**src/common/tile_pkg.sv**
```systemverilog
/*
 * shared widths, tile constants and controller step enum
 * for the tiled int8 matrix-multiply engine
 */
package tile_pkg;

  // tile geometry
  localparam int M = 4;         // rows per tile
  localparam int N = 4;         // int8 lanes per word
  localparam int FifoDepth = 2; // result entries in the writer

  typedef logic [31:0] word_t;
  typedef logic [15:0] addr_t;
  typedef logic [7:0] tile_cnt_t;
  typedef logic [1:0] row_cnt_t;
  typedef logic signed [31:0] acc_t;
  typedef logic [4:0] shift_t;

  typedef enum logic [1:0] {
    Idle,
    MatMul,
    Drain
  } step_e;

endpackage

```
**src/logic/result_writer.sv**
```systemverilog
/*
 * small result queue drained by Wishbone writes
 */
`timescale 1ns/1ps

module result_writer (
  input  logic            clk_i,
  input  logic            rst_ni,
  input  logic            res_valid_i,
  input  tile_pkg::word_t res_data_i,
  input  tile_pkg::addr_t res_addr_i,
  input  logic            wb_ack_i,
  output logic            res_taken_o,
  output logic            idle_o,
  output logic            wb_cyc_o,
  output logic            wb_stb_o,
  output logic            wb_we_o,
  output tile_pkg::addr_t wb_adr_o,
  output tile_pkg::word_t wb_dat_o
);

  localparam int PtrW = $clog2(tile_pkg::FifoDepth);
  localparam int CntW = $clog2(tile_pkg::FifoDepth + 1);

  tile_pkg::word_t dat_mem [tile_pkg::FifoDepth];
  tile_pkg::addr_t adr_mem [tile_pkg::FifoDepth];
  logic [PtrW-1:0] wr_ptr_q, rd_ptr_q;
  logic [CntW-1:0] cnt_q;
  logic            cyc_q;
  logic            pop;

  assign pop = cyc_q && wb_ack_i;

  always_ff @(posedge clk_i) begin
    if (res_valid_i) begin
      dat_mem[wr_ptr_q] <= res_data_i;
      adr_mem[wr_ptr_q] <= res_addr_i;
    end
  end

  always_ff @(posedge clk_i or negedge rst_ni) begin
    if (!rst_ni) begin
      wr_ptr_q <= '0;
      rd_ptr_q <= '0;
      cnt_q    <= '0;
      cyc_q    <= 1'b0;
    end else begin
      if (res_valid_i) begin
        wr_ptr_q <= wr_ptr_q + 1'b1;
      end
      if (pop) begin
        rd_ptr_q <= rd_ptr_q + 1'b1;
        cyc_q    <= 1'b0;
      end else if (cnt_q != '0) begin
        cyc_q <= 1'b1; // head entry
      end
      cnt_q <= cnt_q + CntW'(res_valid_i) - CntW'(pop);
    end
  end

  assign res_taken_o = pop;
  assign idle_o      = !cyc_q && (cnt_q == '0);
  assign wb_cyc_o    = cyc_q;
  assign wb_stb_o    = cyc_q;
  assign wb_we_o     = cyc_q;
  assign wb_adr_o    = adr_mem[rd_ptr_q];
  assign wb_dat_o    = dat_mem[rd_ptr_q];

endmodule

```
**config.mk**
```make
export PLATFORM = sky130hd
export DESIGN_NAME = result_writer
export DESIGN_NICKNAME = d
export VERILOG_FILES = /design/src/common/tile_pkg.sv /design/src/logic/result_writer.sv
export SDC_FILE = /design/constraint.sdc
export NUM_CORES = 1
export LEC_CHECK = 0
export BUFFER_PORTS_ARGS = -buffer_cell sky130_fd_sc_hd__buf_4
export CAP_MARGIN = 20
export CORE_ASPECT_RATIO = 1.1
export CORE_UTILIZATION = 35
export CTS_BUF_LIST = sky130_fd_sc_hd__clkbuf_8 sky130_fd_sc_hd__clkbuf_16
export DETAILED_ROUTE_END_ITERATION = 8
export PLACE_DENSITY = 0.54
export SYNTH_ARGS = -nofsm -noshare
export SYNTH_HDL_FRONTEND = slang
export SYNTH_SLANG_ARGS = --single-unit
```
**constraint.sdc**
```tcl
create_clock -name clk_i -period 3.8 [get_ports clk_i]
set_clock_uncertainty 0.1 [all_clocks]
set_input_delay 0 -clock clk_i [delete_from_list [all_inputs] [get_ports clk_i]]
set_output_delay 0 -clock clk_i [all_outputs]
set_load 0.005 [all_outputs]
```
======== Yosys cells after proc, flatten, opt, wreduce, memory -nomap -nowiden ========
Memories as Yosys holds them, arrays and structs flattened.
Index checks and enable logic that the tools add are counted.
storage, ports and cells
  word-level logic and storage cells ...... 20
  bits in writable memories ............... 96
  output and inout port bits .............. 53
  memories ................................ 2
  register bits after elaboration ......... 5
cells by class
  mux-type cells .......................... 4
  add/sub/neg operators ................... 4
  reduce and logical (&&, ||, !) cells .... 6
memory list
  memory   depth  width  rd ports  clocked after Yosys merged registers in  wr ports  RTL line             text
  dat_mem  2      32     1         0                                        1         result_writer.sv:25  tile_pkg::word_t dat_mem [tile_pkg::FifoDepth];
  adr_mem  2      16     1         0                                        1         result_writer.sv:26  tile_pkg::addr_t adr_mem [tile_pkg::FifoDepth];
operator list
  kind                                number
  2-to-1 mux 1 bit                    4
  nonzero test 2 bit                  2
  adder 1 bit, second input constant  2
  adder 2 x 1 -> 2 bit                1
  logical AND 1 bit                   2
  zero test 2 bit                     1
  subtractor 2 x 1 -> 2 bit           1
  zero test 1 bit                     1

======== Logic depth before layout (Yosys ltp) ========
  word-level depth ........................ 3
  gate-level depth with buffers ........... 5
  mapped depth without buffers ............ 5

======== Worst setup path after synthesis ========
No wires, ideal clock.
  kind .................................... register to register
  from .................................... register wr_ptr_q
  to ...................................... memory adr_mem[0][0] in the netlist's numbering (enable)
  clock period less this slack ............ 3104 ps
  setup time .............................. 459 ps
  path slack .............................. 696 ps
  required time ........................... 3241 ps
  arrival time ............................ 2544 ps
  stages on the path, launching flop included .. 2
  cells stage by stage .................... dfrtp_1 nor2b_1
RTL lines
  element                 RTL line             text
  from (decl)             result_writer.sv:27  logic [PtrW-1:0] wr_ptr_q, rd_ptr_q;
  from (signal assigned)  result_writer.sv:49  wr_ptr_q <= wr_ptr_q + 1'b1;
  to (decl)               result_writer.sv:26
Straight into the memory's write port.

======== Final worst setup path ========
  from .................................... register rd_ptr_q
  to ...................................... output port wb_dat_o[12]
between the ends
  longest elaborated chain between the ends .. 1
ends and longest elaborated chain
  element                   RTL line             text
  from (decl)               result_writer.sv:27
  from (signal assigned)    result_writer.sv:52  rd_ptr_q <= rd_ptr_q + 1'b1;
  memory read (2 x 32 bit)  -
  to (decl)                 result_writer.sv:19  output tile_pkg::word_t wb_dat_o
No other way between the ends.

==> impl_metrics.yaml <==
run_status:
  status: "finished clean"
global_routing:
  grt_use_met1_pct: 16.9
  grt_pass1_vias: 2140
  met3_usage_pct: 3.29
  grt_max_degree: 36
  grtUsageTotal_pct: 13.0
  gr-total-overflow: 0
  grt-busiest-layer: "met2"
  grt_antenna_before_repair: 0
  met2_usage_pct: 20.2
  grt_pass1_wl_mm: 10.6
sta:
  timing.hold.ws_ns: 0.288
  rsz0062_at_grt: "false"
  worst_pin_slew_ns: 0.820
  min_period_ns: 2.28
  finalSetupViolCount: 0
  max_freq_mhz: 439
  layout_setup_ws_ns: 1.52
  slew_viol_final: 0
  setup_tns_ns: 0
  hold_viol_final: 0
  fin_crit_sh_pct: 60.0
  relSlewSlack_pct: 45.3
routing:
  vias: 2072
  drc: 0
  routed_wl_mm: 6.84
  ant_nets: 0
  dr.pass1.iters: 4
  viasPerCell: 4.32
  drtIter0Drc: 97
  routedWlPerCell_um: 14.3
floorplan:
  core_area_um2: 10400
  ios: 105
  num_rows: 39
  start_util_pct: 36.0
  die-width_um: 101
  die_h_um: 110
  die_area_um2: 11100
clock_network:
  root_buffer: "clkbuf_16"
  path_clk_slew_ns: 0.07
  cts_buffers: 9
  cts_resized: 0
  clk_path_buf_depth: 2
  clock_sinks: 101
  clk_latency_ns: 0.33
  cts_tree: "yes"
  htree_levels: 3
synthesis:
  synth_top_area_share_pct: 77.0
  yosys.cell_types.count: 17
  avgSynthCellArea_um2: 22.2
  ys_ff_latch: 101
  synth_area_leaders: "edfxtp_1 77%, mux2_2 11%, mux2_4 4.0%"
  syn_nets: 222
  ys.warnings.count: 0
  yosys.area.top_type: "edfxtp_1"
  synth.cell_area_um2: 3740
  ys_seq_area_share_pct: 80.3
  synthCells: 169
pwr:
  power.net_switching_mw: 0.907
  combPwrFrac_pct: 29.5
  pwr_density_cell_nw_per_um2: 645
  power_mw: 3.54
  p_seq_share_pct: 45.6
  clock_power_share_pct: 24.9
  leakage_nw: 2.11
  swShare_pct: 25.6
  ir_drop_mv: 0.297
  intPower_mw: 2.63
place:
  dpl.hpwl_mm: 4.47
  gp_congestion: 0.690
  io_buffer_count: 104
  place_ws_ns: 1.81
worst_setup_path:
  worst-setup-path-type: "reg -> out"
  worstPathRequired_ns: 3.70
  arrival_ns: 2.18
  critPathLaunchType: "flop"
  cp-end-kind: "output pin"
  path_max_fanout: 35
min_path:
  min_path_type: "in -> reg"
finish:
  num_antenna_cells: 0
  area_delta_synth_final_pct: 46.5
  drive_gt1_share_pct: 51.3
  fill_cells: 863
  final_core_util_pct: 52.8
  layout.nets: 385
flow_run:
  cap_violations: 0
[stage by stage]
stage	instances	cell area, um2
4_1_cts	480	5490
5_1_grt	480	5490
3_5_place_dp	412	4670
3_3_place_gp	412	4670
6_report	480	5490
2_1_floorplan	169	3740
[logic make-up after synthesis]
logic type / Yosys count / synth area share (%)
adder cells (fa/ha/maj): 1 / 0.334
multiplexers: 48 / 15.4
flip-flops: 101 / 80.3
buffers and inverters: 8 / 1.80
XOR/XNOR: 5 / 1.17
AND/OR/NAND/NOR: 5 / 0.769
AO/OA/AOI/OAI: 1 / 0.134
[critical path, cell delays in order, from the launching register on]
cell and delay [ns]:
dfrtp_2 0.89, buf_4 0.40, mux2_2 0.38, buf_4 0.14
[layout by cell type (no fill, tap or decap), types with 2 or more instances in the layout]
| cell | netlist | routed |
|---|---|---|
| clkinv_2 | 0 | 2 |
| dfrtp_1 | 5 | 4 |
| clkbuf_16 | 0 | 9 |
| inv_1 | 1 | 2 |
| clkinvlp_4 | 0 | 2 |
| xnor2_1 | 3 | 3 |
| xor2_1 | 2 | 2 |
| dlygate4sd3_1 | 0 | 52 |
| edfxtp_1 | 96 | 96 |
| buf_4 | 5 | 107 |
| mux2_2 | 38 | 38 |
| mux2_4 | 10 | 10 |
[Yosys cell counts]
cell,count
buf_8,1
buf_6,1
and2_1,1
mux2_2,38
nand2_1,1
buf_4,5
nor3_1,1
xor2_1,2
mux2_4,10
nand3b_1,1
edfxtp_1,96
dfrtp_1,5
xnor2_1,3
a21oi_1,1
ha_1,1
nor2b_1,1
inv_1,1
[flip-flops by register name, indices dropped and copies added (netlist names)]
register / flops
rd_ptr_q: 1
adr_mem: 32
wr_ptr_q: 1
wb_cyc_o: 1
cnt_q: 2
dat_mem: 64
[power groups by stage]
stage / clock [mW] / combinational (mW) / sequential (mW)
detailed placement: 0 / 1.02 / 1.65
global placement: 0 / 1.01 / 1.64
CTS: 0.909 / 1.06 / 1.62
finish: 0.881 / 1.04 / 1.62
floorplan: 0 / 0.610 / 1.56
global route: 0.946 / 1.12 / 1.65
[worst paths after layout]
path                                    start  cells after the start              to  slack (ns)
max in group asynchronous              rst_ni                      3        rd_ptr_q        2.92
worst max-delay path                 rd_ptr_q                      3    wb_dat_o[12]        1.52
min in group asynchronous              rst_ni                      3        cnt_q[0]        0.48
worst min-delay path            res_addr_i[1]                      2   adr_mem[0][1]        0.29
worst max register to register       wr_ptr_q                      2  dat_mem[0][10]        1.86
worst min register to register       wr_ptr_q                      1        wr_ptr_q        0.44
[final cells by class]
type,instances,area (um2),share of cell area (%)
Clock buffer,9,225,4.11
Sequential cell,101,3010,54.9
Timing Repair Buffer,159,1320,24.1
Inverter,1,3.75,0.0684
Multi-Input combinational cell,60,677,12.3
Clock inverter,7,67.6,1.23
Tap cell,143,179,3.26
[layer usage]
layer	up-vias	wire, um
met5	-	0
met4	0	150
met3	12	356
met2	77	3240
met1	1001	3090
li1	982	-
[repair_timing]
item,in CTS,in global routing
hold endpoints to repair,106,0
endpoints found under the setup margin,0,0
hold buffers,52,0
buffers inserted,0,0
(Power assumes the default switching activity.)
