==> config.mk <==
export PLATFORM = sky130hd
export DESIGN_NAME = wb_arbiter
export DESIGN_NICKNAME = d
export VERILOG_FILES = /design/src/common/tile_pkg.sv /design/src/logic/wb_arbiter.sv
export SDC_FILE = /design/constraint.sdc
export NUM_CORES = 1
export LEC_CHECK = 0
export BUFFER_PORTS_ARGS = -buffer_cell sky130_fd_sc_hd__buf_2
export CAP_MARGIN = 20
export CORE_AREA = 3 3 132 134
export CTS_CLUSTER_DIAMETER = 150
export CTS_CLUSTER_SIZE = 25
export DETAILED_ROUTE_END_ITERATION = 10
export DIE_AREA = 0 0 135 137
export PLACE_DENSITY = 0.48
export SYNTH_ARGS = -nofsm -noshare
export SYNTH_HDL_FRONTEND = slang
export SYNTH_SLANG_ARGS = --single-unit
==> constraint.sdc <==
create_clock -name clk_i -period 6.45 [get_ports clk_i]
set_clock_uncertainty 0.1 [all_clocks]
set_input_delay 0.3225 -clock clk_i [delete_from_list [all_inputs] [get_ports clk_i]]
set_output_delay 0.3225 -clock clk_i [all_outputs]
set_load 0.01 [all_outputs]
==> src/common/tile_pkg.sv <==
/*
 * shared widths, tile constants and controller step enum
 * for the tiled int8 matrix-multiply engine
 */
package tile_pkg;

  // tile geometry
  localparam int M = 4;         // rows per tile
  localparam int N = 4;         // int8 lanes per word
  localparam int FifoDepth = 2; // result entries in the writer

  typedef logic [31:0] word_t;
  typedef logic [15:0] addr_t;
  typedef logic [7:0] tile_cnt_t;
  typedef logic [1:0] row_cnt_t;
  typedef logic signed [31:0] acc_t;
  typedef logic [4:0] shift_t;

  typedef enum logic [1:0] {
    Idle,
    MatMul,
    Drain
  } step_e;

endpackage

==> src/logic/wb_arbiter.sv <==
/*
 * round-robin Wishbone classic arbiter, several masters onto one port
 */
`timescale 1ns/1ps

module wb_arbiter #(
  parameter int NumMasters = 3
) (
  input  logic                                clk_i,
  input  logic                                rst_ni,
  input  logic            [NumMasters-1:0]    m_cyc_i,
  input  logic            [NumMasters-1:0]    m_stb_i,
  input  logic            [NumMasters-1:0]    m_we_i,
  input  tile_pkg::addr_t [NumMasters-1:0]    m_adr_i,
  input  tile_pkg::word_t [NumMasters-1:0]    m_dat_i,
  output tile_pkg::word_t [NumMasters-1:0]    m_dat_o,
  output logic            [NumMasters-1:0]    m_ack_o,
  output logic                                wb_cyc_o,
  output logic                                wb_stb_o,
  output logic                                wb_we_o,
  output tile_pkg::addr_t                     wb_adr_o,
  output tile_pkg::word_t                     wb_dat_o,
  input  tile_pkg::word_t                     wb_dat_i,
  input  logic                                wb_ack_i
);

  localparam int IdxW = (NumMasters > 1) ? $clog2(NumMasters) : 1;

  logic [IdxW-1:0] gnt_q, gnt_d;
  logic            own_q, own_d;
  logic            bus_cyc;

  assign bus_cyc = own_q && m_cyc_i[gnt_q];

  // pick the next requester after the previous owner
  always_comb begin
    gnt_d = gnt_q;
    own_d = own_q;
    if (!bus_cyc) begin
      own_d = 1'b0;
      for (int i = NumMasters; i >= 1; i--) begin
        if (m_cyc_i[(int'(gnt_q) + i) % NumMasters]) begin
          gnt_d = IdxW'((int'(gnt_q) + i) % NumMasters); // nearest one wins
          own_d = 1'b1;
        end
      end
    end
  end

  always_ff @(posedge clk_i or negedge rst_ni) begin
    if (!rst_ni) begin
      gnt_q <= '0;
      own_q <= 1'b0;
    end else begin
      gnt_q <= gnt_d;
      own_q <= own_d;
    end
  end

  assign wb_cyc_o = bus_cyc;
  assign wb_stb_o = own_q && m_stb_i[gnt_q];
  assign wb_we_o  = own_q && m_we_i[gnt_q];
  assign wb_adr_o = m_adr_i[gnt_q];
  assign wb_dat_o = m_dat_i[gnt_q];

  always_comb begin
    for (int i = 0; i < NumMasters; i++) begin
      m_ack_o[i] = wb_ack_i && bus_cyc && (int'(gnt_q) == i); // owner only
      m_dat_o[i] = wb_dat_i;
    end
  end

endmodule

* Word-level counts from Yosys, hierarchy flattened
Cells that the tools add are included.
Cells by class: order comparisons 4, equality and inequality tests 2, mux-type cells 25, reduce and logical (&&, ||, !) cells 10, bitwise gates (word level) 1, div/mod/pow operators 3, $add $sub $neg 3
Operators by type and width (count):
- $lt A32 B4 Y1 const B | 3
- $mod A32 B3 Y32 const B | 3
- $bmux W32 S2 | 1
- $bmux W16 S2 | 1
- $mux W32 | 1
- $mux W16 | 1
- $bmux W1 S2 | 6
- $mux W1 | 12
- $logic_and A1 B1 Y1 | 7
- $add A2 B2 Y3 const B | 2
- $mux W2 | 3
- $eq A2 B2 Y1 const B | 2
- $add A2 B1 Y3 const B | 1
- $lt A2 B3 Y1 const B | 1
- $reduce_bool A3 Y1 | 1
- $logic_not A2 Y1 | 1
- $reduce_and A2 Y1 | 1
- $not A1 Y1 | 1
Word-level totals: register bits after elaboration 3, logic and storage cells 50, input bits 188

* Longest topological paths before layout
word-level depth 8, mapped depth 9

* Worst setup path before layout
Ideal clock, no wire load.
path type reg2reg, start register gnt_q[1], end register gnt_q[1], stages on the path, launching flop included 10, path buffers 2, data required time 6.225 ns, arrival 2.157 ns, setup slack 4.068 ns, clock period less this slack 2.382 ns, setup time 0.125 ns, cell sequence dfrtp_1 buf_4 buf_2 inv_1 ha_1 or2b_1 a21oi_1 o311ai_1 nor2b_4 mux2_4
On the way: cells in the longest elaborated chain, start to end 7, elaborated cells on any way between the ends 24, those cells by class 3 x add/sub; 3 x div; 14 x mux; 1 x bitwise; 3 x reduce/logical
RTL lines:
- start, declared | line wb_arbiter.sv:29 | logic [IdxW-1:0] gnt_q, gnt_d;
- start signal, assigned | line wb_arbiter.sv:55 | gnt_q <= gnt_d;
- $add A2 B2 Y3 or $add A2 B1 Y3 (tied branches) | line wb_arbiter.sv:42, wb_arbiter.sv:43
- $mod A32 B3 Y32 | line wb_arbiter.sv:42, wb_arbiter.sv:43
- $bmux W1 S2 | line wb_arbiter.sv:42 | if (m_cyc_i[(int'(gnt_q) + i) % NumMasters]) begin
- $mux W1 (not written as such) (2 in a row) | line wb_arbiter.sv:42
- $reduce_bool A3 Y1 (no source line) or $mux W2 (tied branches)
- $reduce_and A2 Y1 (no source line) or $mux W2 (tied branches)
Several ways; a longest one is shown, not always the timed one. The select of a mux whose other input is x is not followed. A chain may end at the register's enable or synchronous reset.

* Worst setup path in the final report
start register gnt_q[0], end output port m_ack_o[2]
On the way: cells in the longest elaborated chain, start to end 5, elaborated cells on any way between the ends 6, those cells by class 1 x eq/ne; 2 x mux; 3 x reduce/logical
RTL lines:
- $bmux W1 S2 | line wb_arbiter.sv:33 | assign bus_cyc = own_q && m_cyc_i[gnt_q];
- $mux W1 (not written as such) | line wb_arbiter.sv:33
- $logic_and A1 B1 Y1 | line wb_arbiter.sv:33
- $logic_and A1 B1 Y1 | line wb_arbiter.sv:68 | m_ack_o[i] = wb_ack_i && bus_cyc && (int'(gnt_q) == i);
- $logic_and A1 B1 Y1 * | line wb_arbiter.sv:68
- end, declared | line wb_arbiter.sv:17 | output logic [NumMasters-1:0] m_ack_o,
Mark *: on every way between the ends. The rest lies on a longest branch, timed or not. The select of a mux whose other input is x is not followed.

==> results.json <==
{
  "status": "finished, final reports clean",
  "syn-num-nets": 502,
  "crit_required_ns": 6.03,
  "synthTopCellsByArea": "buf_4 34%, mux2i_1 24%, o21ai_0 13%",
  "place_hpwl_mm": 6.20,
  "finalCritPeriodShare_pct": 46.6,
  "final_util_pct": 16.7,
  "firstDrtPassIters": 4,
  "place.port_buffers": 209,
  "grt_usage_pct": 7.02,
  "drc": 0,
  "start_util_pct": 13.0,
  "gp_congestion": 0.783,
  "slowest_delay_ns": 0.92,
  "grt_pass1_wl_mm": 10.6,
  "hold_class": "input port to asynchronous set/reset pin",
  "dieWidth_um": 135,
  "worstSetupEndpointType": "output port",
  "cp_top_family": "flip-flops",
  "drt_iter0_markers": 37,
  "syn_area_sq_mm": 0.00214,
  "final_nets": 604,
  "cts_buffers": 3,
  "clk_path_buf_depth": 2,
  "yosys_register_bits": 3,
  "io_pins": 338,
  "cpMaxStageDelayCell": "dfrtp_2",
  "yosysSeqAreaShare_pct": 3.51,
  "ys_warn_count": 0,
  "die_area_sq_mm": 0.0185,
  "timing.rr.start": "gnt_q[0]",
  "crit_path_max_fanout": 56,
  "htreeDepth": 1,
  "grt.overflow.total": 0,
  "area_delta_synth_final_pct": 28.3,
  "synthCells": 310,
  "powerDensity_mw_per_mm2": 353,
  "path_class": "flop to output port",
  "fmax_mhz": 333,
  "rsz0062_at_grt": "no",
  "slew_viol_final": 0,
  "setup_viol": 0,
  "cts_tree": "yes",
  "startpoint": "gnt_q[0]",
  "core_area_sq_mm": 0.0164,
  "clk_pin_slew_ns": 0.03,
  "grt_pass1_vias": 2083,
  "synth_top_area_share_pct": 34.0,
  "synth_area_leader_cell": "buf_4",
  "antenna_left": 0,
  "maxSlewHeadroom_pct": 37.9,
  "ir_drop_mv": 0.415,
  "cts.sinks": 3,
  "crit_arrival_ns": 2.58,
  "clockRootBuffer": "clkbuf_16",
  "crit_buf_inv": 2,
  "drive_above_1_share_pct": 54.0,
  "ctsHoldBuffers": 1,
  "path_cells": "nor2b_4 > buf_4 > o2bb2ai_2 > and2_4 > and3_1 > buf_2",
  "grt_max_degree": 57,
  "p_total_uw": 970,
  "vias_per_cell": 3.59,
  "die_h_um": 137,
  "postSynthAreaPerCell_sq_um": 6.90,
  "totalWireLength_mm": 7.64,
  "p_leak_uw": 0.00141,
  "tightest_slew_ns": 0.932,
  "num_rows": 47,
  "cts_resized": 0,
  "cts_setup_buffers": 0,
  "min_period_ns": 3.01,
  "antenna_found_initial": 1,
  "worstSkewPairLatency_ns": 0.22,
  "max_cap_violations": 0,
  "synth_cell_types": 26,
  "vias": 2264,
  "insertedDiodeCount": 0,
  "wl_per_cell_um": 12.1,
  "setup-tns-final_ns": 0,
  "hold_viol": 0,
  "crit_path_start_kind": "flop"
}
## registers in the layout, indices dropped and copies added (netlist names)
register / count
own_q: 1
gnt_q: 2
## power breakdown
group	internal, uW	switching [uW]	total (uW)
registers	28.8	52.7	81.5
clock network	81.5	16.1	97.6
logic	358	433	791
## final timing paths
path / end / slack [ns] / cells after the start
max: m_ack_o[2] / 3.44 / 6
min: own_q / 0.32 / 2
max reg2reg: gnt_q[1] / 3.68 / 7
min reg2reg: own_q / 0.73 / 2
max in group asynchronous: gnt_q[1] / 5.81 / 2
min in group clk_i: gnt_q[0] / 0.38 / 3
## layer usage
metal	track usage, %	share of wire [%]	vias to the layer above
li1	-	-	1140
met1	7.22	36	958
met2	13.1	49	138
met3	2.50	13	28
met4	2.52	2.5	0
met5	0	0	-
## placed cells by master, fill, tap and decap left out, types with 3 or more instances in the layout
cell | synthesis | layout
buf_2 | 5 | 209
a21oi_1 | 4 | 4
clkbuf_16 | 0 | 3
and2_1 | 3 | 3
nand2_1 | 52 | 52
nor2_1 | 3 | 3
inv_1 | 4 | 4
mux2i_1 | 51 | 51
ha_1 | 4 | 4
and3_1 | 3 | 3
o21ai_0 | 54 | 54
## logic make-up after synthesis
logic type | share of synthesized area (%)
buf+inv | 39.2
mux | 24.6
fa+ha+maj | 2.34
compound gates | 15.7
simple gates | 14.6
flops | 3.51
## cell usage after synthesis
| cell | n |
|---|---|
| mux2_4 | 1 |
| mux2i_1 | 51 |
| inv_1 | 4 |
| and3_1 | 3 |
| buf_2 | 5 |
| dfrtp_1 | 3 |
| nand2_1 | 52 |
| o21ai_0 | 54 |
| o31ai_1 | 1 |
| a2bb2oi_1 | 1 |
| and2_1 | 3 |
| o22ai_1 | 1 |
| nor2_1 | 3 |
| nand2b_1 | 1 |
| buf_4 | 97 |
| buf_6 | 3 |
| o311ai_1 | 1 |
| and2_4 | 1 |
| clkbuf_1 | 10 |
| a21oi_1 | 4 |
| or2_2 | 1 |
| o2bb2ai_2 | 1 |
| nor2b_1 | 2 |
| nor2b_4 | 2 |
| ha_1 | 4 |
| or2b_1 | 1 |
## cell type report
class	count	area [sq um]
Fill cell	1895	13700
Multi-Input combinational cell	188	1220
Clock buffer	4	78.8
Timing Repair Buffer	212	1070
Sequential cell	3	80.1
Tap cell	220	275
Inverter	4	15.0
## through the flow
stage / hold WS (ns) / setup WS (ns) / area, sq um / cells
floorplan: -0.0731 / 4.07 / 2140 / 310
global placement: 0.0245 / 3.59 / 2660 / 626
detailed placement: 0.0224 / 3.57 / 2660 / 626
CTS: 0.324 / 3.33 / 2750 / 631
global route: 0.330 / 3.11 / 2750 / 631
finish: 0.320 / 3.44 / 2750 / 631
Note: power is estimated with default switching activity, not from simulation.
