--- config.mk ---
export PLATFORM = sky130hd
export DESIGN_NAME = tile_reader
export DESIGN_NICKNAME = d
export VERILOG_FILES = /design/src/common/tile_pkg.sv /design/src/fetch/tile_reader.sv
export SDC_FILE = /design/constraint.sdc
export NUM_CORES = 1
export LEC_CHECK = 0
export ABC_AREA = 1
export BUFFER_PORTS_ARGS = -buffer_cell sky130_fd_sc_hd__buf_2
export CAP_MARGIN = 20
export CORE_UTILIZATION = 42
export DETAILED_ROUTE_END_ITERATION = 10
export GPL_TIMING_DRIVEN = 1
export PLACE_DENSITY = 0.73
export SLEW_MARGIN = 5
export SYNTH_ARGS = -nofsm -noshare
export SYNTH_HDL_FRONTEND = slang
export SYNTH_SLANG_ARGS = --single-unit
--- constraint.sdc ---
create_clock -name clk_i -period 3.6 [get_ports clk_i]
set_clock_uncertainty 0.15 [all_clocks]
set_input_delay 0.36 -clock clk_i [delete_from_list [all_inputs] [get_ports clk_i]]
set_output_delay 0.36 -clock clk_i [all_outputs]
set_load 0.02 [all_outputs]
--- src/common/tile_pkg.sv ---
/*
 * shared widths, tile constants and controller step enum
 * for the tiled int8 matrix-multiply engine
 */
package tile_pkg;

  // tile geometry
  localparam int M = 4;         // rows per tile
  localparam int N = 4;         // int8 lanes per word
  localparam int FifoDepth = 2; // result entries in the writer

  typedef logic [31:0] word_t;
  typedef logic [15:0] addr_t;
  typedef logic [7:0] tile_cnt_t;
  typedef logic [1:0] row_cnt_t;
  typedef logic signed [31:0] acc_t;
  typedef logic [4:0] shift_t;

  typedef enum logic [1:0] {
    Idle,
    MatMul,
    Drain
  } step_e;

endpackage

--- src/fetch/tile_reader.sv ---
/*
 * Wishbone reader fetching a run of strided words per request
 */
`timescale 1ns/1ps

module tile_reader #(
  parameter int WORDS = 1
) (
  input  logic                         clk_i,
  input  logic                         rst_ni,
  input  logic                         req_i,
  input  tile_pkg::addr_t              addr_i,
  input  tile_pkg::tile_cnt_t          stride_i,
  input  logic                         pop_i,
  output logic                         ready_o,
  output logic                         data_valid_o,
  output tile_pkg::word_t [WORDS-1:0]  data_o,
  output logic                         wb_cyc_o,
  output logic                         wb_stb_o,
  output tile_pkg::addr_t              wb_adr_o,
  input  tile_pkg::word_t              wb_dat_i,
  input  logic                         wb_ack_i
);

  localparam int IdxW = $clog2(WORDS + 1);

  logic [IdxW-1:0]             idx_q;
  logic                        busy_q;
  logic                        cyc_q;
  logic                        valid_q;
  tile_pkg::addr_t             adr_q;
  tile_pkg::word_t [WORDS-1:0] data_q;
  logic                        start;
  logic                        hit;

  assign ready_o = !busy_q && !valid_q;
  assign start   = req_i && ready_o;
  assign hit     = cyc_q && wb_ack_i;

  always_ff @(posedge clk_i or negedge rst_ni) begin
    if (!rst_ni) begin
      idx_q   <= '0;
      busy_q  <= 1'b0;
      cyc_q   <= 1'b0;
      valid_q <= 1'b0;
    end else begin
      if (start) begin
        busy_q <= 1'b1;
        cyc_q  <= 1'b1;
        idx_q  <= '0;
      end else if (hit) begin
        cyc_q <= 1'b0; // one idle cycle between transfers
        if (idx_q == IdxW'(WORDS - 1)) begin
          busy_q  <= 1'b0;
          valid_q <= 1'b1;
        end else begin
          idx_q <= idx_q + 1'b1;
        end
      end else if (busy_q && !cyc_q) begin
        cyc_q <= 1'b1;
      end
      if (pop_i) begin
        valid_q <= 1'b0;
      end
    end
  end

  always_ff @(posedge clk_i) begin
    if (start) begin
      adr_q <= addr_i;
    end else if (hit) begin
      data_q[idx_q] <= wb_dat_i;
      adr_q         <= adr_q + tile_pkg::addr_t'(stride_i);
    end
  end

  assign data_valid_o = valid_q;
  assign data_o       = data_q;
  assign wb_cyc_o     = cyc_q;
  assign wb_stb_o     = cyc_q;
  assign wb_adr_o     = adr_q;

endmodule

# After elaboration in Yosys (flattened, before gate mapping)
# Cells that the tools add are included.
dict set report totals {
  wordCells 45
  ff_bits 52
  out_inout_bits 52
  input_bits 61
}
dict set report op_classes {
  addsub 2
  bitwise_logic 1
  n_eq_ne 3
  muxes 17
  magnitude_cmp 2
  reduce_logical 14
}
# cell n
set op_table {}
lappend op_table {{$bwmux W32} 1}
lappend op_table {{$mux W16} 2}
lappend op_table {{$mux W32} 1}
lappend op_table {{$add A16 B8 Y16} 1}
lappend op_table {{$mux W1} 13}
lappend op_table {{$logic_and A1 B1 Y1} 5}
lappend op_table {{$ne A2 B2 Y1 const B} 2}
lappend op_table {{$reduce_and A2 Y1} 2}
lappend op_table {{$reduce_bool A2 Y1} 2}
lappend op_table {{$logic_not A1 Y1} 3}
lappend op_table {{$reduce_and A3 Y1} 1}
lappend op_table {{$reduce_bool A3 Y1} 1}
lappend op_table {{$ne A2 B1 Y1 const B} 1}
lappend op_table {{$add A1 B1 Y1 const B} 1}
lappend op_table {{$ge A1 B1 Y1 const B} 1}
lappend op_table {{$lt A1 B1 Y1 const B} 1}
lappend op_table {{$not A1 Y1} 1}

# Longest topological paths before layout
# Gate-level depths: netlist of run 1.
dict set report depth {
  word_depth 5
  mapped_depth 11
  depth_no_buf 11
}

# Worst setup path before layout of run 1
# OpenSTA, ideal clock, no wires.
dict set report synth_timing {
  path_type {reg2reg}
  start {reg valid_q, in the netlist data_valid_o}
  end {reg data_q (netlist bit data_o[0]), enable pin}
  path_slack_ns 0.806
  stages_incl_launch_ff 5
  synth_period_minus_slack_ns 2.794
  n_path_buf 0
  setup_ns 0.422
  arrival_ns 2.221
  t_required_ns 3.028
  cell_sequence {dfrtp_1 nor2_2 nand2_2 inv_2 nor2_1}
}
dict set report synth_via {
  elab_chain_cells 5
}
# element line_no
set synth_rtl {}
lappend synth_rtl {{from (decl)} tile_reader.sv:30} ;# logic valid_q;
lappend synth_rtl {{from (signal assigned)} tile_reader.sv:45} ;# valid_q <= 1'b0;
lappend synth_rtl {{from (signal assigned)} tile_reader.sv:55} ;# valid_q <= 1'b1;
lappend synth_rtl {{from (signal assigned)} tile_reader.sv:63} ;# valid_q <= 1'b0;
lappend synth_rtl {{$logic_not A1 Y1} tile_reader.sv:36} ;# assign ready_o = !busy_q && !valid_q;
lappend synth_rtl {{$logic_and A1 B1 Y1} tile_reader.sv:36}
lappend synth_rtl {{via ready_o} tile_reader.sv:15} ;# output logic ready_o,
lappend synth_rtl {{$logic_and A1 B1 Y1} tile_reader.sv:37} ;# assign start = req_i && ready_o;
lappend synth_rtl {{$not A1 Y1 (no source line)} -}
lappend synth_rtl {{$reduce_and A2 Y1 (no source line)} -}
lappend synth_rtl {{to (signal, indexed assignment)} tile_reader.sv:72} ;# data_q[idx_q] <= wb_dat_i;
lappend synth_rtl {{to (decl)} tile_reader.sv:32} ;# tile_pkg::word_t [WORDS-1:0] data_q;
# The timed path passes the listed nets, and every way through them passes these cells.
# A chain may end at the register's enable or synchronous reset.

# Worst setup path in the final report of run 1
dict set report layout_timing {
  start {reg adr_q[0], in the netlist wb_adr_o[0]}
  end {reg adr_q[6], in the netlist wb_adr_o[6] (data pin)}
}
dict set report layout_via {
  elab_chain_cells 3
}
# element line_no
set layout_rtl {}
lappend layout_rtl {{from (decl)} tile_reader.sv:31} ;# tile_pkg::addr_t adr_q;
lappend layout_rtl {{from (signal assigned)} tile_reader.sv:70} ;# adr_q <= addr_i;
lappend layout_rtl {{from (signal assigned)} tile_reader.sv:73} ;# adr_q <= adr_q + tile_pkg::addr_t'(stride_i);
lappend layout_rtl {{$add A16 B8 Y16} tile_reader.sv:73}
lappend layout_rtl {{$mux W16} tile_reader.sv:71} ;# end else if (hit) begin
lappend layout_rtl {{$mux W16} tile_reader.sv:69} ;# if (start) begin
# Every way passes these cells. The select of a mux whose other input is x is not followed.

==> results.toml, run 1 <==
[outcome]
result_of_the_run = "finished, final reports clean"

[detailed_routing]
drt_wl_total_um = 5230
drcViolationCount = 0
vias_per_cell = 4.74
length_of_the_first_detailed_routing_pass_in_iterations = 4
vias = 2035
routedWlPerCell_um = 12.2
first_iter_violations = 78
antenna_violating_nets_post_route = 0

[logic_synthesis]
synthDominantCellAreaShare_pct = 59.2
synth.top_cells.by_count = "nand2_1 (88), edfxtp_1 (48), nand3_1 (24), inv_1 (22), nor2_1 (13)"
synth_most_common_cell = "nand2_1"
netlist-cell-type-count = 24
synth_area_per_cell_um2 = 10.2
synth.top_cells.by_area = "edfxtp_1 (59%), nand2_1 (14%), nand3_1 (4.9%)"
yosys_register_bits = 51
syn_area_um2 = 2430
postSynth.asyncResetShare_pct = 5.88
synth_seq_area_share_pct = 62.3
synthCells = 238
synthDominantAreaCellType = "edfxtp_1"
syn_nets = 308
synth_enable_flop_cells = 48
most_used_flip_flop_cell_after_synthesis = "edfxtp_1"
yosys_warnings = 0

[power_and_ir_drop]
seq_power_share_pct = 40.1
power_leakage_nw = 1.56
ir_drop_mv = 0.321
share_clk_of_total_power_pct = 13.5
combPwrFrac_pct = 46.3
p_switching_w = 0.00109
power_density_nw_per_um2 = 799
power.internal_w = 0.00145
p_total_w = 0.00254
netSwitchingFraction_pct = 42.9

[setup_path]
timing.critical_path.cells = "ha_1 > fa_1 > nand2_1 > nand2_1 > nand3b_1 > nand2_1 > or2_0 > nand3_1 > nand2_1"
setup.worst_path.class = "reg2reg"
timing.critical_path.to_type = "register"
critPathMaxFanout = 4
cp_data_arrival_time_ns = 2.06
path_common_cell = "nand2_1"
rr_startpoint = "wb_adr_o[0]"
startpoint_type = "register"
worst-endpoint-required_ns = 3.53
regToRegEndpoint = "wb_adr_o[6]"
timing.reg2reg.worst_path_depth = 9
ff2ff_setup_slack_ns = 1.47
slowest_delay_ns = 0.41
cpMaxStageDelayCell = "fa_1"

[timing]
layout_worst_path_cycle_share_pct = 59.2
final_max_slew_viol_count = 0
rsz_0062_raised_after_global_routing = "false"
finalSetupViolations = 0
max_freq_mhz = 469
hold_viol = 0
post-route-min-period_ns = 2.13
maxSlewHeadroom_pct = 48.5
setup_tns_ns = 0
tightestPinTransition_ns = 0.771

[flow_run]
max_cap_viol_count = 0

[placed_design]
io_buffer_count = 112
gp_congestion = 0.844
detailed_place_hpwl_um = 4050

[global_route]
via_count_of_the_first_global_routing_pass = 2057
globalRouteTotalUtil_pct = 18.4
grt_pass1_wl_um = 8470
grt_max_degree = 34
number_of_antenna_violations_at_the_first_check_in_global_routing = 0
grt_overflow = 0

[floorplanning]
io-pin-count = 113
die_width_um = 78.1
floorplan.rows = 27
die_outline_area_um2 = 6110
die-height_um = 78.1
design.core.area_um2 = 5540
initial_util_pct = 43.9

[cells_and_area]
design.final.nets = 426
layout-area-overhead-vs-synth_pct = 30.4
n_fill_cell = 514
ratio_of_cells_with_drive_above_1_in_the_final_layout_pct = 37.3
num_antenna_cells = 0

[clock_tree]
clkSinkCount = 51
htree_num_levels = 2
cts_tree = "yes"
cts_made_buffers = 5
clk_latency_ns = 0.31
clock_slew_at_reported_path_ffs_ns = 0.10
ctsResizeCount = 0
clock_tree.root_cell = "clkbuf_8"
cts_max_path_buffers = 2

[hold_path]
timing.hold.worst.class = "in2reg"
hold_end = "data_valid_o"
timing.hold.worst_path_depth = 2
hold_path.startpoint = "pop_i"
-- cell usage in the layout (no fill, tap or decap), drive strengths merged, types with 2 or more instances in the layout --
cell    count
nand3b      4
inv        26
o21ai       4
ha          8
clkbuf      5
nor3        2
dfrtp       3
xnor2       2
a21oi       4
buf       113
nor2       14
nand3      24
nand2      91
edfxtp     48
or2         4
-- power by group through the flow --
stage,clock network (W),registers [W],logic (W)
2_1_floorplan,0,0.00123,0.000638
4_1_cts,0.000355,0.00102,0.00118
3_5_place_dp,0,0.00103,0.00118
5_1_grt,0.000377,0.00104,0.00132
6_report,0.000343,0.00102,0.00117
3_3_place_gp,0,0.00103,0.00115
-- final cells by class --
| class | count | area [um2] | share of cell area, % |
|---|---|---|---|
| Timing Repair Buffer | 114 | 578 | 18.2 |
| Clock buffer | 5 | 68.8 | 2.17 |
| Inverter | 24 | 90.1 | 2.84 |
| Multi-Input combinational cell | 160 | 808 | 25.5 |
| Sequential cell | 51 | 1520 | 47.8 |
| Tap cell | 72 | 90.1 | 2.84 |
| Clock inverter | 3 | 22.5 | 0.710 |
-- cells by family after synthesis --
family                   count (synthesis)  synth area share [%]
AO/OA/AOI/OAI                            8                  2.26
XOR/XNOR                                 2                 0.720
adder cells (fa/ha/maj)                  9                  4.93
buffers and inverters                   27                  4.62
flip-flops                              51                  62.3
AND/OR/NAND/NOR                        141                  25.2
-- registers in the layout, summed over array words and instances, names as in the netlist --
name	cells
busy_q	1
data_o	32
data_valid_o	1
wb_adr_o	16
wb_cyc_o	1
-- metrics by stage --
stage	instances	hold slack [ns]	util [%]	instance area, um2	setup WS (ns)
final	429	0.0468	57.3	3170	1.47
after global routing	429	0.0401	57.3	3170	1.31
after CTS	429	0.0271	57.3	3170	1.46
after detailed placement	420	0.0118	55.5	3070	1.39
after global placement	420	0.00599	55.5	3070	1.43
after floorplan	238	-0.0856	-	2430	0.806
-- metal layers --
layer | vias to the layer above | share of wire, % | global-route usage (%)
met5 | - | 0 | 0
met4 | 0 | 1.8 | 7.59
met2 | 98 | 48 | 32.1
met1 | 901 | 38 | 18.7
li1 | 1026 | - | -
met3 | 10 | 12 | 8.84
-- worst max path at each step --
| stage | startpoint | endpoint | slack (ns) | depth (start not counted) |
|---|---|---|---|---|
| after CTS | wb_adr_o[0] | wb_adr_o[6] | 1.46 | 9 |
| after detailed placement | stride_i[0] | wb_adr_o[6] | 1.39 | 10 |
| after global placement | stride_i[0] | wb_adr_o[6] | 1.43 | 10 |
| final | wb_adr_o[0] | wb_adr_o[6] | 1.47 | 9 |
| after floorplan | data_valid_o | data_o[0] | 0.81 | 4 |
| after global routing | wb_adr_o[0] | wb_adr_o[14] | 1.31 | 10 |
-- worst max-delay path: cells and delay by family, from the launching register on --
kind	cells	cell delay, ns
DFF	1	0.40
adders and majority gates	2	0.64
and+or+nand+nor	7	0.72
-- repair_timing --
item | in CTS | in global routing
endpoints found under the hold margin | 3 | 0
hold buffers | 1 | 0
buffers inserted | 0 | 0
(Power assumes the default switching activity.)
==> inputs of run 2 (changes only) <==
clock period = 2.2 ns   (was 3.6 ns; I/O delays follow)
==> run 2 against run 1 <==
  * Hold slack worse by 0.021 ns
  * Design area up 11%
  * Via count up 6.7%
  * Routed wire length is 17% higher
  * Non-clock buffer count increased by 35
  * Clock-buffer cell count increased by 1
  * Die area unchanged
  * Sequential share of layout area decreased by 4.9 points
  * Setup slack worse by 1.3 ns
  * Critical endpoint unchanged
==> results.toml, run 2 (synthesis gave the netlist of run 1 again) <==
[cells_and_area]
multi_input_area_um2 = 816
regArea_um2 = 1520
finished_layout_cells = 464
design.final.nets = 461
largest_register_ffs = 32
num_antenna_cells = 0
ratio_of_cells_with_drive_above_1_in_the_final_layout_pct = 34.4
layout_commonest_cell = "buf_2"
commonest_non_fill_non_tap_cells_in_the_layout = "buf_2 (112), nand2_1 (88), edfxtp_1 (48)"
n_fill_cell = 462
layout-area-overhead-vs-synth_pct = 45.3

[timing]
setup_tns_ns = 0
layout_worst_path_cycle_share_pct = 93.5
finalSetupViolations = 0
max_freq_mhz = 486
hold_viol = 0
rsz_0062_raised_after_global_routing = "false"
tightestPinTransition_ns = 0.364
maxSlewHeadroom_pct = 75.7
final_max_slew_viol_count = 0
post-route-min-period_ns = 2.06

[setup_path]
rr_startpoint = "wb_adr_o[0]"
timing.critical_path.to_type = "register"
cpMaxStageDelayCell = "edfxtp_1"
cp_data_arrival_time_ns = 1.97
timing.reg2reg.worst_path_depth = 9
timing.critical_path.cells = "ha_1 > fa_2 > nand2_1 > nand2_1 > nand3b_1 > nand2_1 > or2_0 > nand3_1 > nand2_1"
worst-endpoint-required_ns = 2.12
ff2ff_setup_slack_ns = 0.14
slowest_delay_ns = 0.40
path_common_cell = "nand2_1"
setup.worst_path.class = "reg2reg"
critPathMaxFanout = 4
startpoint_type = "register"
regToRegEndpoint = "wb_adr_o[6]"

[detailed_routing]
drcViolationCount = 0
length_of_the_first_detailed_routing_pass_in_iterations = 4
routedWlPerCell_um = 13.2
antenna_violating_nets_post_route = 0
first_iter_violations = 72
drt_wl_total_um = 6120
vias_per_cell = 4.68
vias = 2172

[floorplanning]
io-pin-count = 113
die_width_um = 78.1
design.core.area_um2 = 5540
initial_util_pct = 43.9
die_outline_area_um2 = 6110
die-height_um = 78.1
floorplan.rows = 27

[flow_run]
max_cap_viol_count = 0

[hold_path]
hold_path.startpoint = "addr_i[1]"
timing.hold.worst.class = "in2reg"
timing.hold.worst_path_depth = 3
hold_end = "wb_adr_o[1]"

[power_and_ir_drop]
p_total_w = 0.00423
power_leakage_nw = 1.71
power_density_nw_per_um2 = 1200
ir_drop_mv = 0.533

[global_route]
grt_overflow = 0
number_of_antenna_violations_at_the_first_check_in_global_routing = 0
grt_pass1_wl_um = 9800
globalRouteTotalUtil_pct = 21.2
grt_max_degree = 34
via_count_of_the_first_global_routing_pass = 2236

[clock_tree]
clock_slew_at_reported_path_ffs_ns = 0.10
htree_num_levels = 2
cts_max_path_buffers = 2
cts_tree = "yes"
cts.repair_timing.setup_buffer_count = 0
clk_latency_ns = 0.30
clkSinkCount = 51
cts_made_buffers = 5
clock_tree.root_cell = "clkbuf_8"

[outcome]
result_of_the_run = "finished, final reports clean"

[placed_design]
gp_congestion = 0.819
detailed_place_hpwl_um = 4090
total_instance_count_after_detailed_placement = 422
io_buffer_count = 112
==> run 2: cell types whose count changed in the layout (fill, tap and decap cells not counted), sizes merged <==
cell         before  now
buf             113  115
clkbuf            5    6
dlygate4sd3       1   34
inv              26   25
clkinv            1    0
clkinvlp          0    1
==> run 2: report_power, final <==
group	switching (W)	leakage, nW	internal [W]
clock	0.000320	0.0418	0.000229
sequential	0.000186	0.494	0.00148
combinational	0.00129	1.17	0.000723
total	0.00179	1.71	0.00244
==> run 2: how the worst max path moves through the flow <==
stage                     start  depth (start not counted)          end  slack, ns
floorplan           wb_adr_o[0]                          9  wb_adr_o[6]       0.08
global placement    wb_adr_o[0]                          9  wb_adr_o[6]       0.14
detailed placement  wb_adr_o[0]                          9  wb_adr_o[6]       0.08
CTS                 wb_adr_o[0]                          9  wb_adr_o[6]       0.06
global route        wb_adr_o[0]                          9  wb_adr_o[6]       0.04
finish              wb_adr_o[0]                          9  wb_adr_o[6]       0.14
==> run 2: per-layer routing <==
metal | global-route usage [%] | share of wire, % | vias up
met5 | 0 | 0 | -
met4 | 7.04 | 1.2 | 0
met3 | 9.53 | 11 | 6
met2 | 36.7 | 49 | 88
met1 | 22.9 | 39 | 986
li1 | - | - | 1092
==> run 2: stage by stage <==
step | area (um2) | hold WS [ns] | setup WS [ns] | utilization [%]
2_1_floorplan | 2440 | -0.226 | 0.0754 | -
3_3_place_gp | 3110 | -0.135 | 0.135 | 56.1
3_5_place_dp | 3110 | -0.132 | 0.0790 | 56.1
4_1_cts | 3530 | 0.0174 | 0.0646 | 63.8
5_1_grt | 3540 | 0.0203 | 0.0445 | 63.8
6_report | 3540 | 0.0257 | 0.143 | 63.8
==> run 2: worst max-delay path, delay by kind of cell, from the launching register on <==
kind | cells | cell delay [ns]
simple gates | 7 | 0.70
flops | 1 | 0.40
fa+ha+maj | 2 | 0.58
==> run 2: timing repair <==
| action | CTS | global route |
|---|---|---|
| setup endpoints to repair | 0 | 3 |
| endpoints found under the hold margin | 36 | 0 |
| resized for setup | 0 | 1 |
| hold buffers | 34 | 0 |
==> run 2: cell type report <==
class	instances	area share, %
flip-flops and latches	51	42.9
repair buffers	149	26.5
multi-input cells	160	23.1
inverters	24	2.55
well taps	72	2.55
clock buffers	6	2.05
clock inverters	2	0.460
